$ cat config.mk
export PLATFORM = sky130hd
export DESIGN_NAME = wb_subsystem
export DESIGN_NICKNAME = d
export VERILOG_FILES = /design/src/verilog/wb_pkg.sv /design/src/verilog/wb_stage_if.sv /design/src/verilog/ma_result_latch.sv /design/src/verilog/load_aligner.sv /design/src/verilog/rollback_detector.sv /design/src/verilog/writeback_register.sv /design/src/verilog/wb_subsystem.sv
export SDC_FILE = /design/constraint.sdc
export NUM_CORES = 1
export LEC_CHECK = 0
export BUFFER_PORTS_ARGS = -buffer_cell sky130_fd_sc_hd__buf_2
export CAP_MARGIN = 20
export CELL_PAD_IN_SITES_DETAIL_PLACEMENT = 0
export CELL_PAD_IN_SITES_GLOBAL_PLACEMENT = 1
export CORE_AREA = 8 8 235 237
export CTS_BUF_LIST = sky130_fd_sc_hd__clkbuf_4 sky130_fd_sc_hd__clkbuf_8
export DETAILED_ROUTE_END_ITERATION = 12
export DIE_AREA = 0 0 243 245
export GPL_TIMING_DRIVEN = 0
export PLACE_DENSITY = 0.72
export SLEW_MARGIN = 20
export SYNTH_ARGS = -nofsm -noshare
export SYNTH_HDL_FRONTEND = slang
export SYNTH_SLANG_ARGS = --single-unit
$ cat constraint.sdc
create_clock -name clk -period 23.9 [get_ports clk]
set_input_delay 4.78 -clock clk [delete_from_list [all_inputs] [get_ports clk]]
set_output_delay 4.78 -clock clk [all_outputs]
set_load 0.01 [all_outputs]
$ cat src/verilog/wb_pkg.sv
// Shared widths, memory operation codes and instruction field constants for the writeback stage
`default_nettype none

package wb_pkg;

	// Datapath geometry
	localparam int VECTOR_LANES = 4;
	localparam int LANE_BITS = 32;
	localparam int VECTOR_BITS = 128;
	localparam int INSTR_BITS = 32;
	localparam int LANE_SELECT_WIDTH = 2;

	// Register index is strand in the upper bits, register number below
	localparam int REG_IDX_WIDTH = 7;
	localparam int STRAND_INDEX_WIDTH = 2;
	localparam int REG_NUM_WIDTH = REG_IDX_WIDTH - STRAND_INDEX_WIDTH;
	localparam logic [REG_NUM_WIDTH-1:0] PC_REG = 5'd31;

	localparam logic [INSTR_BITS-1:0] NOP = '0;

	// Format C memory instruction fields
	localparam logic [1:0] FMT_C = 2'b10;
	localparam int LOAD_BIT = 29;
	localparam int OP_MSB = 28;
	localparam int OP_LSB = 25;

	// Load and store widths
	typedef enum logic [3:0] {
		MEM_B           = 4'd0,
		MEM_BX          = 4'd1,
		MEM_S           = 4'd2,
		MEM_SX          = 4'd3,
		MEM_L           = 4'd4,
		MEM_SYNC        = 4'd5,
		MEM_CONTROL_REG = 4'd6,
		MEM_BLOCK       = 4'd7,
		MEM_BLOCK_M     = 4'd8,
		MEM_BLOCK_IM    = 4'd9,
		MEM_STRIDED     = 4'd10,
		MEM_STRIDED_M   = 4'd11,
		MEM_STRIDED_IM  = 4'd12,
		MEM_SCGATH      = 4'd13,
		MEM_SCGATH_M    = 4'd14,
		MEM_SCGATH_IM   = 4'd15
	} mem_op_t;

endpackage

`default_nettype wire

$ cat src/verilog/wb_stage_if.sv
// Latched and decoded memory-access results shared by the writeback stage submodules
`timescale 1ns/1ns
`default_nettype none

interface wb_stage_if;
	import wb_pkg::*;

	// Latched memory-access results
	logic [LANE_BITS-1:0] pc;
	logic [REG_IDX_WIDTH-1:0] writeback_reg;
	logic enable_scalar_writeback;
	logic enable_vector_writeback;
	logic [VECTOR_LANES-1:0] mask;
	logic [VECTOR_BITS-1:0] result;
	logic [LANE_SELECT_WIDTH-1:0] reg_lane_select;
	logic [LANE_SELECT_WIDTH-1:0] cache_lane_select;
	logic [STRAND_INDEX_WIDTH-1:0] strand;
	logic was_load;
	logic was_io;
	logic [LANE_BITS-1:0] io_response;
	logic alignment_fault;

	// Decoded once from the instruction word
	logic is_load;
	logic is_sync_store;
	logic is_control_transfer;
	logic is_nop;
	mem_op_t op_type;

	modport latch (output pc, writeback_reg, enable_scalar_writeback, enable_vector_writeback,
		mask, result, reg_lane_select, cache_lane_select, strand, was_load, was_io,
		io_response, alignment_fault, is_load, is_sync_store, is_control_transfer, is_nop,
		op_type);

	modport aligner (input result, cache_lane_select, op_type);

	modport detector (input pc, writeback_reg, enable_scalar_writeback, strand, was_load,
		was_io, alignment_fault, is_load);

	modport writer (input writeback_reg, enable_scalar_writeback, enable_vector_writeback,
		mask, result, reg_lane_select, was_io, io_response, is_load, is_sync_store,
		is_control_transfer, is_nop, op_type);
endinterface

`default_nettype wire

$ cat src/verilog/ma_result_latch.sv
// Input pipeline register that holds the memory-access outputs and decodes the instruction
`timescale 1ns/1ns
`default_nettype none

module ma_result_latch (
	input  logic                                   clk,
	input  logic                                   reset,
	input  logic [wb_pkg::INSTR_BITS-1:0]          ma_instruction,
	input  logic [wb_pkg::LANE_BITS-1:0]           ma_pc,
	input  logic [wb_pkg::REG_IDX_WIDTH-1:0]       ma_writeback_reg,
	input  logic                                   ma_enable_scalar_writeback,
	input  logic                                   ma_enable_vector_writeback,
	input  logic [wb_pkg::VECTOR_LANES-1:0]        ma_mask,
	input  logic                                   ma_was_load,
	input  logic                                   ma_alignment_fault,
	input  logic [wb_pkg::VECTOR_BITS-1:0]         ma_result,
	input  logic [wb_pkg::LANE_SELECT_WIDTH-1:0]   ma_reg_lane_select,
	input  logic [wb_pkg::LANE_SELECT_WIDTH-1:0]   ma_cache_lane_select,
	input  logic [wb_pkg::STRAND_INDEX_WIDTH-1:0]  ma_strand,
	input  logic                                   ma_was_io,
	input  logic [wb_pkg::LANE_BITS-1:0]           ma_io_response,
	wb_stage_if.latch                              stage
);
	import wb_pkg::*;

	logic is_fmt_c;
	mem_op_t op_decoded;

	// Decode on the way in so the flags leave the register together
	assign is_fmt_c = ma_instruction[INSTR_BITS-1 -: 2] == FMT_C;
	assign op_decoded = mem_op_t'(ma_instruction[OP_MSB:OP_LSB]);

	always_ff @(posedge clk, posedge reset)
	begin
		if (reset)
		begin
			// Idle as a NOP with nothing enabled
			stage.pc <= '0;
			stage.writeback_reg <= '0;
			stage.enable_scalar_writeback <= 1'b0;
			stage.enable_vector_writeback <= 1'b0;
			stage.mask <= '0;
			stage.result <= '0;
			stage.reg_lane_select <= '0;
			stage.cache_lane_select <= '0;
			stage.strand <= '0;
			stage.was_load <= 1'b0;
			stage.was_io <= 1'b0;
			stage.io_response <= '0;
			stage.alignment_fault <= 1'b0;
			stage.is_load <= 1'b0;
			stage.is_sync_store <= 1'b0;
			stage.is_control_transfer <= 1'b0;
			stage.is_nop <= 1'b1;
			stage.op_type <= MEM_B;
		end
		else
		begin
			stage.pc <= ma_pc;
			stage.writeback_reg <= ma_writeback_reg;
			stage.enable_scalar_writeback <= ma_enable_scalar_writeback;
			stage.enable_vector_writeback <= ma_enable_vector_writeback;
			stage.mask <= ma_mask;
			stage.result <= ma_result;
			stage.reg_lane_select <= ma_reg_lane_select;
			stage.cache_lane_select <= ma_cache_lane_select;
			stage.strand <= ma_strand;
			stage.was_load <= ma_was_load;
			stage.was_io <= ma_was_io;
			stage.io_response <= ma_io_response;
			stage.alignment_fault <= ma_alignment_fault;
			stage.is_load <= is_fmt_c && ma_instruction[LOAD_BIT];
			// Store form of the synchronized op
			stage.is_sync_store <= is_fmt_c && !ma_instruction[LOAD_BIT]
				&& op_decoded == MEM_SYNC;
			stage.is_control_transfer <= is_fmt_c && op_decoded == MEM_CONTROL_REG;
			stage.is_nop <= ma_instruction == NOP;
			stage.op_type <= op_decoded;
		end
	end
endmodule

`default_nettype wire

$ cat src/verilog/load_aligner.sv
// Selects and aligns load data from the data cache line and byte-swaps the whole line
`timescale 1ns/1ns
`default_nettype none

module load_aligner (
	wb_stage_if.aligner                       stage,
	input  logic [wb_pkg::VECTOR_BITS-1:0]    dcache_data,
	output logic [wb_pkg::LANE_BITS-1:0]      aligned_value,
	output logic [wb_pkg::VECTOR_BITS-1:0]    swapped_line
);
	import wb_pkg::*;

	logic [LANE_BITS-1:0] lane_value;
	logic [7:0] byte_value;
	logic [15:0] half_value;
	logic [1:0] byte_offset;

	// Reverse the four bytes of one word
	function automatic logic [LANE_BITS-1:0] swap_word(input logic [LANE_BITS-1:0] w);
		return {w[7:0], w[15:8], w[23:16], w[31:24]};
	endfunction

	// Result still carries the effective address
	assign byte_offset = stage.result[1:0];

	// Lane 0 sits in the top word of the line
	assign lane_value = dcache_data[VECTOR_BITS - 1 - LANE_BITS * stage.cache_lane_select
		-: LANE_BITS];

	// Offset 0 is the most significant byte
	assign byte_value = lane_value[LANE_BITS - 1 - 8 * byte_offset -: 8];

	// Halfword bytes come out in swapped order
	assign half_value = {lane_value[LANE_BITS - 9 - 16 * byte_offset[1] -: 8],
		lane_value[LANE_BITS - 1 - 16 * byte_offset[1] -: 8]};

	// Width and sign extension
	always_comb
	begin
		case (stage.op_type)
			MEM_B:   aligned_value = {{(LANE_BITS - 8){1'b0}}, byte_value};
			MEM_BX:  aligned_value = {{(LANE_BITS - 8){byte_value[7]}}, byte_value};
			MEM_S:   aligned_value = {{(LANE_BITS - 16){1'b0}}, half_value};
			MEM_SX:  aligned_value = {{(LANE_BITS - 16){half_value[15]}}, half_value};
			// Word and everything else
			default: aligned_value = swap_word(lane_value);
		endcase
	end

	// Block loads take every word byte-reversed
	always_comb
	begin
		for (int i = 0; i < VECTOR_LANES; i++)
			swapped_line[i * LANE_BITS +: LANE_BITS] = swap_word(dcache_data[i * LANE_BITS
				+: LANE_BITS]);
	end
endmodule

`default_nettype wire

$ cat src/verilog/rollback_detector.sv
// Prioritized rollback, suspend, retry and alignment fault decisions for the writeback stage
`timescale 1ns/1ns
`default_nettype none

module rollback_detector (
	wb_stage_if.detector                             stage,
	input  logic                                     dcache_hit,
	input  logic                                     dcache_load_collision,
	input  logic                                     stbuf_rollback,
	input  logic [wb_pkg::LANE_BITS-1:0]             cr_exception_handler_address,
	input  logic [wb_pkg::LANE_BITS-1:0]             aligned_value,
	output logic                                     rollback_request,
	output logic [wb_pkg::LANE_BITS-1:0]             rollback_pc,
	output logic                                     suspend_request,
	output logic                                     retry,
	output logic                                     latch_fault,
	output logic [wb_pkg::LANE_BITS-1:0]             fault_pc,
	output logic [wb_pkg::STRAND_INDEX_WIDTH-1:0]    fault_strand
);
	import wb_pkg::*;

	logic cache_miss;
	logic pc_load;

	// Collision takes precedence over a miss
	assign cache_miss = !dcache_hit && stage.was_load && !dcache_load_collision;
	assign pc_load = stage.enable_scalar_writeback && stage.is_load
		&& stage.writeback_reg[REG_NUM_WIDTH-1:0] == PC_REG;

	// First match wins
	always_comb
	begin
		rollback_request = 1'b1;
		rollback_pc = stage.pc - 32'd4;
		if (stage.alignment_fault)
			rollback_pc = cr_exception_handler_address;
		else if (stage.was_io)
		begin
			// Device access ignores the cache
			rollback_request = 1'b0;
			rollback_pc = '0;
		end
		else if (dcache_load_collision || cache_miss || stbuf_rollback)
			rollback_pc = stage.pc - 32'd4;
		// Only valid once a miss has been ruled out
		else if (pc_load)
			rollback_pc = aligned_value;
		else
		begin
			rollback_request = 1'b0;
			rollback_pc = '0;
		end
	end

	// Reported regardless of priority
	assign suspend_request = cache_miss || stbuf_rollback;
	assign retry = dcache_load_collision;

	// Fault details go to the control registers
	assign latch_fault = stage.alignment_fault;
	assign fault_pc = stage.pc;
	assign fault_strand = stage.strand;
endmodule

`default_nettype wire

$ cat src/verilog/writeback_register.sv
// Chooses and registers the register-file writeback value, mask and enables, and flags retirement
`timescale 1ns/1ns
`default_nettype none

module writeback_register (
	input  logic                                 clk,
	input  logic                                 reset,
	wb_stage_if.writer                           stage,
	input  logic [wb_pkg::LANE_BITS-1:0]         aligned_value,
	input  logic [wb_pkg::VECTOR_BITS-1:0]       swapped_line,
	input  logic [wb_pkg::VECTOR_BITS-1:0]       dcache_data,
	input  logic                                 rollback_request,
	output logic                                 wb_enable_scalar,
	output logic                                 wb_enable_vector,
	output logic [wb_pkg::REG_IDX_WIDTH-1:0]     wb_writeback_reg,
	output logic [wb_pkg::VECTOR_BITS-1:0]       wb_writeback_value,
	output logic [wb_pkg::VECTOR_LANES-1:0]      wb_writeback_mask,
	output logic                                 instruction_retire
);
	import wb_pkg::*;

	logic [VECTOR_BITS-1:0] value_nxt;
	logic [VECTOR_LANES-1:0] mask_nxt;
	logic [VECTOR_LANES-1:0] lane_bit;
	logic is_block;

	assign lane_bit = VECTOR_LANES'(1) << stage.reg_lane_select;
	assign is_block = stage.op_type inside {MEM_BLOCK, MEM_BLOCK_M, MEM_BLOCK_IM};

	// Writeback source and mask
	always_comb
	begin
		value_nxt = stage.result;
		mask_nxt = stage.mask;
		if (stage.is_sync_store)
		begin
			// Success flag comes back in the line
			value_nxt = dcache_data;
			mask_nxt = '1;
		end
		else if (stage.is_load && !stage.is_control_transfer)
		begin
			if (stage.was_io)
			begin
				value_nxt = {VECTOR_LANES{stage.io_response}};
				mask_nxt = '1;
			end
			else if (!stage.op_type[3] && !is_block)
			begin
				// Scalar load to every lane
				value_nxt = {VECTOR_LANES{aligned_value}};
				mask_nxt = '1;
			end
			else if (is_block)
				value_nxt = swapped_line;
			else
			begin
				// Strided or gather fills one lane per access
				value_nxt = {VECTOR_LANES{aligned_value}};
				mask_nxt = lane_bit & stage.mask;
			end
		end
	end

	always_ff @(posedge clk, posedge reset)
	begin
		if (reset)
		begin
			wb_enable_scalar <= 1'b0;
			wb_enable_vector <= 1'b0;
			wb_writeback_reg <= '0;
			wb_writeback_value <= '0;
			wb_writeback_mask <= '0;
		end
		else
		begin
			wb_enable_scalar <= stage.enable_scalar_writeback && !rollback_request;
			wb_enable_vector <= stage.enable_vector_writeback && !rollback_request;
			wb_writeback_reg <= stage.writeback_reg;
			wb_writeback_value <= value_nxt;
			wb_writeback_mask <= mask_nxt;
		end
	end

	// Retire event in the same cycle as the rollback decision
	assign instruction_retire = !rollback_request && !stage.is_nop;
endmodule

`default_nettype wire

$ cat src/verilog/wb_subsystem.sv
// Top level of the writeback stage that ties the input latch, aligner, rollback logic and writer
`timescale 1ns/1ns
`default_nettype none

module wb_subsystem (
	input  logic                                   clk,
	input  logic                                   reset,
	// Memory access stage
	input  logic [wb_pkg::INSTR_BITS-1:0]          ma_instruction,
	input  logic [wb_pkg::LANE_BITS-1:0]           ma_pc,
	input  logic [wb_pkg::REG_IDX_WIDTH-1:0]       ma_writeback_reg,
	input  logic                                   ma_enable_scalar_writeback,
	input  logic                                   ma_enable_vector_writeback,
	input  logic [wb_pkg::VECTOR_LANES-1:0]        ma_mask,
	input  logic                                   ma_was_load,
	input  logic                                   ma_alignment_fault,
	input  logic [wb_pkg::VECTOR_BITS-1:0]         ma_result,
	input  logic [wb_pkg::LANE_SELECT_WIDTH-1:0]   ma_reg_lane_select,
	input  logic [wb_pkg::LANE_SELECT_WIDTH-1:0]   ma_cache_lane_select,
	input  logic [wb_pkg::STRAND_INDEX_WIDTH-1:0]  ma_strand,
	input  logic                                   ma_was_io,
	input  logic [wb_pkg::LANE_BITS-1:0]           ma_io_response,
	// Data cache, one cycle behind
	input  logic                                   dcache_hit,
	input  logic [wb_pkg::VECTOR_BITS-1:0]         dcache_data,
	input  logic                                   dcache_load_collision,
	input  logic                                   stbuf_rollback,
	input  logic [wb_pkg::LANE_BITS-1:0]           cr_exception_handler_address,
	// Register file
	output logic                                   wb_enable_scalar,
	output logic                                   wb_enable_vector,
	output logic [wb_pkg::REG_IDX_WIDTH-1:0]       wb_writeback_reg,
	output logic [wb_pkg::VECTOR_BITS-1:0]         wb_writeback_value,
	output logic [wb_pkg::VECTOR_LANES-1:0]        wb_writeback_mask,
	// Rollback controller and control registers
	output logic                                   rollback_request,
	output logic [wb_pkg::LANE_BITS-1:0]           rollback_pc,
	output logic                                   suspend_request,
	output logic                                   retry,
	output logic                                   latch_fault,
	output logic [wb_pkg::LANE_BITS-1:0]           fault_pc,
	output logic [wb_pkg::STRAND_INDEX_WIDTH-1:0]  fault_strand,
	output logic                                   instruction_retire
);
	import wb_pkg::*;

	logic [LANE_BITS-1:0] aligned_value;
	logic [VECTOR_BITS-1:0] swapped_line;

	wb_stage_if stage ();

	ma_result_latch i_latch (
		.clk(clk), .reset(reset), .ma_instruction(ma_instruction), .ma_pc(ma_pc),
		.ma_writeback_reg(ma_writeback_reg),
		.ma_enable_scalar_writeback(ma_enable_scalar_writeback),
		.ma_enable_vector_writeback(ma_enable_vector_writeback), .ma_mask(ma_mask),
		.ma_was_load(ma_was_load), .ma_alignment_fault(ma_alignment_fault),
		.ma_result(ma_result), .ma_reg_lane_select(ma_reg_lane_select),
		.ma_cache_lane_select(ma_cache_lane_select), .ma_strand(ma_strand),
		.ma_was_io(ma_was_io), .ma_io_response(ma_io_response), .stage(stage.latch));

	load_aligner i_aligner (
		.stage(stage.aligner), .dcache_data(dcache_data), .aligned_value(aligned_value),
		.swapped_line(swapped_line));

	rollback_detector i_detector (
		.stage(stage.detector), .dcache_hit(dcache_hit),
		.dcache_load_collision(dcache_load_collision), .stbuf_rollback(stbuf_rollback),
		.cr_exception_handler_address(cr_exception_handler_address),
		.aligned_value(aligned_value), .rollback_request(rollback_request),
		.rollback_pc(rollback_pc), .suspend_request(suspend_request), .retry(retry),
		.latch_fault(latch_fault), .fault_pc(fault_pc), .fault_strand(fault_strand));

	writeback_register i_writer (
		.clk(clk), .reset(reset), .stage(stage.writer), .aligned_value(aligned_value),
		.swapped_line(swapped_line), .dcache_data(dcache_data),
		.rollback_request(rollback_request), .wb_enable_scalar(wb_enable_scalar),
		.wb_enable_vector(wb_enable_vector), .wb_writeback_reg(wb_writeback_reg),
		.wb_writeback_value(wb_writeback_value), .wb_writeback_mask(wb_writeback_mask),
		.instruction_retire(instruction_retire));
endmodule

`default_nettype wire

== Word-level counts from Yosys, hierarchy flattened ==
Cells that the tools add are included.
Storage, ports and cells
  bits in registers: 363
  input port bits: 411
  output and inout port bits: 212
Cells by class
  add/subtract/negate cells: 5
  equality and inequality tests: 10
  shift operators: 5
  multiplexer cells: 19
  bitwise operators: 1
  reductions and logical operators: 27
Operators by type and width (number)
  $mux 128: 5
  $shiftx 159x33->32: 1
  $mux 32: 4
  $pmux 32 s4: 1
  $shiftx 39x33->8: 3
  $logic_not 32->1: 1
  $sub 32x3->32 const B: 1
  $mux 4: 5
  $sub 5x5->6 const A: 3
  $logic_and 1x1->1: 13
  $eq 4x3->1 const B: 3
  $eq 4x2->1 const B: 2
  $eq 4x4->1 const B: 2
  $logic_not 1->1: 8
  $sub 7x7->8 const A: 1
  $eq 5x5->1 const B: 1
  $and 4x4->4: 1
  $eq 4x1->1 const B: 1
  $logic_not 4->1: 1
  $mux 1: 4
  $shl 1x2->4 const A: 1
  $logic_or 1x1->1: 3
  $reduce_bool 3->1: 1
  $eq 2x2->1 const B: 1

== Logic depth before layout (Yosys ltp) ==
  depth after elaboration: 10
  gate-level depth with buffers: 10

== By module ==
A second synthesis with hierarchy kept.
Unflattened totals
  cell total of the unflattened synthesis: 2100
  area total of the unflattened synthesis: 19761.5 µm²
Modules (own cells, without submodules)
  writeback_register: times used 1, cells each 1264, area an instance 9784.4 µm², seq. area each 3528.4 µm²
  ma_result_latch: times used 1, cells each 239, area an instance 5679.2 µm², seq. area each 5556.6 µm²
  load_aligner: times used 1, cells each 348, area an instance 2705.1 µm², seq. area each 0.0 µm²
  rollback_detector: times used 1, cells each 249, area an instance 1592.8 µm², seq. area each 0.0 µm²

== Worst setup path after synthesis ==
No wires, ideal clock.
  path type: input to output
  start: input dcache_data[23] in the netlist's numbering
  end: output rollback_pc[21] in the netlist's numbering
  data arrival time: 6.487 ns
  data required time: 19.120 ns
  setup slack: 12.633 ns
  stages: 7
  cell sequence: mux4_2 > mux2_2 > nand2_2 > nand2_1 > o31ai_4 > buf_2 > o21ai_0
On the way
  cells in the longest elaborated chain, start to end: 7
  elaborated cells on any way between the ends: 8
RTL lines
  start: declaration: line wb_subsystem.sv:25  | input logic [wb_pkg::VECTOR_BITS-1:0] dcache_data,
  $shiftx 159x33->32 (*): line load_aligner.sv:27  | assign lane_value = dcache_data[VECTOR_BITS - 1 - LANE_BITS * stage.cache_lane_select
  $shiftx 39x33->8, on equally long branches: line load_aligner.sv:34, load_aligner.sv:31
  $pmux 32 s4 (*): line load_aligner.sv:40  | case (stage.op_type)
  $mux 32 (*): line rollback_detector.sv:46  | else if (pc_load)
  $mux 32 (*): line rollback_detector.sv:43  | else if (dcache_load_collision || cache_miss || stbuf_rollback)
  $mux 32 (*): line rollback_detector.sv:37  | else if (stage.was_io)
  $mux 32 (*): line rollback_detector.sv:35  | if (stage.alignment_fault)
  end: declaration: line wb_subsystem.sv:37  | output logic [wb_pkg::LANE_BITS-1:0] rollback_pc,
Every way passes the cells marked *; elsewhere a longest branch is shown, timed or not.

== Worst setup path in the final report ==
  start: input dcache_hit
  end: output rollback_pc[30] in the netlist's numbering
On the way
  cells in the longest elaborated chain, start to end: 8
RTL lines
  start: declaration: line wb_subsystem.sv:24  | input logic dcache_hit,
  $logic_not 1->1: line rollback_detector.sv:26  | assign cache_miss = !dcache_hit && stage.was_load && !dcache_load_collision;
  $logic_and 1x1->1 (2 in a row): line rollback_detector.sv:26
  $logic_or 1x1->1 (2 in a row): line rollback_detector.sv:43
  $mux 32: line rollback_detector.sv:43
  $mux 32: line rollback_detector.sv:37
  $mux 32: line rollback_detector.sv:35
No other way between the ends.

==> impl_metrics.yaml <==
synth:
  synth_fp_nets: 2039
  synthCells: 1627
  yosys.area.top_type: "dfrtp_1"
  synth-seq-cells: 363
  synth-async-reset-ratio_pct: 100
  ys.warnings.count: 0
  synth-main-ff-cell: "dfrtp_1"
  netlist_top_cells_area: "dfrtp_1, a21oi_1, mux4_2"
  netlist_area_mm2: 0.0170
  synth.top_cell.area_share_pct: 53.3
  ys_seq_area_share_pct: 53.4
  yosysUniqueCellTypes: 78
  avgSynthCellArea_um2: 10.5
  synth_edf_count: 0
critical_path:
  endpoint_kind: "output pin"
  crit_arrival_ps: 7310
  worstRegToRegCells: 10
  required_ps: 19120
  worstPathMaxFanout: 10
  cp-start-kind: "input port"
  crit_type: "in2out"
  r2r_end: "i_writer.wb_writeback_value[14]$_DFF_PP0_"
  r2r_slack_ps: 20130
  r2r-start: "i_latch.stage.cache_lane_select[1]$_DFF_PP0_"
finish:
  syn_to_final_growth_pct: 31.9
  drive_gt1_share_pct: 35.4
  n_fill_cell: 5185
  reg.largest.list: "i_latch.stage.result: 128 flops, i_writer.wb_writeback_value: 128 flops"
  layout.nets: 2733
detailed_routing:
  antenna_left: 0
  drt_iter0_markers: 1597
  vias: 17800
  remaining_drc_errors: 0
  firstDrtPassIters: 5
  vias_per_cell: 5.80
  routed_wl_um: 94100
  routedWlPerCell_um: 30.7
sta:
  finalCriticalPeriod_ps: 12090
  relSlewSlack_pct: 22.0
  setup_ws_ps: 11810
  hold_violations: 0
  rsz0062_at_grt: "no"
  tightest_slew_ps: 1160
  maxSlewViolCount: 0
  setup_viol: 0
  min_period_over_period_pct: 50.6
  timing.fmax_mhz: 82.7
  finalSetupTns_ps: 0
  fin_skew_ps: 38.8
place:
  finalWeightedCongestion: 0.957
  dpl_worst_slack_ps: 11840
  post-dp-hpwl_um: 73600
  port-buffer-count: 622
global_route:
  grt-ovfl-total: 0
  grt_max_degree: 105
  grt_pass1_wl_um: 131000
  gr-usage-all-layers_pct: 30.2
  antenna_found_initial: 16
  grt_pass1_vias: 18200
cts:
  cts_tree: "done"
  ctsResizeCount: 0
  cts_hold_buf: 0
  cts.sinks: 363
  cts_inserted_buffers: 67
  postCtsSetupBuffers: 0
  root_buffer: "clkbuf_8"
  clk_pin_slew_ps: 50
  cts.htree.levels: 3
  worstSkewPairLatency_ps: 660
  clock_path_buffers: 3
floorplanning:
  die_h_um: 245
  num_rows: 84
  core_area_mm2: 0.0517
  ios: 623
  dieArea_mm2: 0.0595
  die_x_um: 243
  initial_core_util_pct: 32.9
hold_path:
  worstHoldEndpoint: "i_writer.wb_writeback_reg[6]$_DFF_PP0_"
  hold_start: "i_latch.stage.writeback_reg[6]$_DFF_PP0_"
  hp-class: "reg2reg"
  whs_path_depth: 0
pwr:
  power_w: 0.00157
  power.leakage_nw: 10.3
  p_per_area_mw_per_mm2: 70.0
  max-vdd-ir-drop_mv: 0.0372
run_status:
  status: "finished, final reports clean"
run:
  maxCapViolCount: 0
-- placed cells by master, fill, tap and decap left out, types with 6 or more instances in the layout --
cell / count
buf_2: 639
dfrtp_1: 362
nand2_1: 163
a21oi_1: 150
nor2_1: 122
o21ai_0: 106
clkbuf_1: 84
clkbuf_8: 72
mux2i_1: 38
a22oi_1: 34
a221oi_1: 34
o22ai_1: 30
nor2b_1: 29
mux4_2: 28
inv_1: 26
o21ai_1: 26
nand3_1: 25
nor3_1: 21
a2bb2oi_1: 20
xnor2_1: 20
clkbuf_4: 20
and3_1: 19
o21a_1: 18
a221o_1: 17
a31oi_1: 16
nand4_1: 16
diode_2: 14
o211ai_1: 14
o2111ai_1: 13
nor4_1: 13
nand2b_1: 10
nand3b_1: 10
clkinv_2: 10
or2_2: 8
o221ai_1: 8
buf_1: 7
a211oi_2: 7
a32o_1: 6
mux2_2: 6
a21boi_0: 6
-- report_power, final --
| group | total [W] | internal (W) | switching (W) |
|---|---|---|---|
| clock network | 0.000608 | 0.000330 | 0.000278 |
| registers | 0.000679 | 0.000657 | 0.0000224 |
| logic | 0.000282 | 0.000102 | 0.000179 |
-- kinds of logic (layout without fill, tap and decap cells) --
kind of cell	Yosys count	after routing	synth area share, %
compound gates	546	546	21.3
fa+ha+maj	1	1	0.0736
simple gates	472	472	13.3
mux	76	76	6.96
xor+xnor	24	24	1.24
other cells	0	14	0
flops	363	363	53.4
buf+inv	145	881	3.67
-- final cells by class --
class / instances / area, um^2 / share of cell area [%]
Sequential cell: 363 / 9080 / 40.5
Multi-Input combinational cell: 1119 / 7300 / 32.6
Timing Repair Buffer: 625 / 3200 / 14.3
Clock buffer: 91 / 1130 / 5.03
Tap cell: 688 / 861 / 3.84
Buffer: 118 / 523 / 2.33
Clock inverter: 20 / 186 / 0.832
Inverter: 27 / 109 / 0.486
Antenna cell: 14 / 35.0 / 0.156
-- cell usage after synthesis, types with 8 or more instances --
library cell	n
nand2_1	163
o221ai_1	8
mux2i_1	38
o2111ai_1	13
o21a_1	18
inv_1	27
o211ai_1	14
a221o_1	17
a2bb2oi_1	20
a221oi_1	34
o22ai_1	30
clkbuf_1	84
nor2_1	122
buf_2	17
nand2b_1	10
nand4_1	16
mux4_2	28
nand3_1	25
nor4_1	13
or2_2	8
o21ai_0	106
nor3_1	21
o21ai_1	26
nand3b_1	10
a31oi_1	16
a21oi_1	150
and3_1	19
xnor2_1	20
dfrtp_1	362
a22oi_1	34
nor2b_1	29
-- how the worst max path moves through the flow --
stage	start	slack, ps	cells after the start	end
after floorplan	reset	9050	1	i_latch.stage.alignment_fault$_DFF_PP0_
after global placement	reset	5040	2	i_latch.stage.result[118]$_DFF_PP0_
after detailed placement	dcache_data[23]	11840	9	rollback_pc[30]
after CTS	dcache_data[23]	11840	9	rollback_pc[30]
after global routing	dcache_hit	11660	10	rollback_pc[30]
final	dcache_hit	11810	10	rollback_pc[30]
-- layer usage --
| metal | part of all wire [%] | track usage [%] |
|---|---|---|
| met5 | 0.064 | 0 |
| met4 | 4.2 | 13.5 |
| met3 | 8.8 | 7.53 |
| met2 | 46 | 47.9 |
| met1 | 41 | 39.0 |
-- stage by stage --
stage | instance area [um^2] | utilization [%] | hold slack (ps) | instances
6_report | 22400 | 43.4 | 349 | 3065
5_1_grt | 22400 | 43.3 | 360 | 3061
4_1_cts | 22400 | 43.3 | 353 | 3051
3_5_place_dp | 21100 | 40.7 | 341 | 2940
3_3_place_gp | 21000 | 40.6 | 332 | 2937
2_1_floorplan | 17000 | - | 331 | 1627
-- critical path, stage by stage --
cell and delay (ps):
buf_2 100, nor2b_1 190, or3_1 130, buf_2 270, nor2_1 130, nor3_2 670, o31ai_4 270, buf_2 260
o21ai_0 290, buf_2 210
No activity file was read; power rests on OpenSTA's default activity.
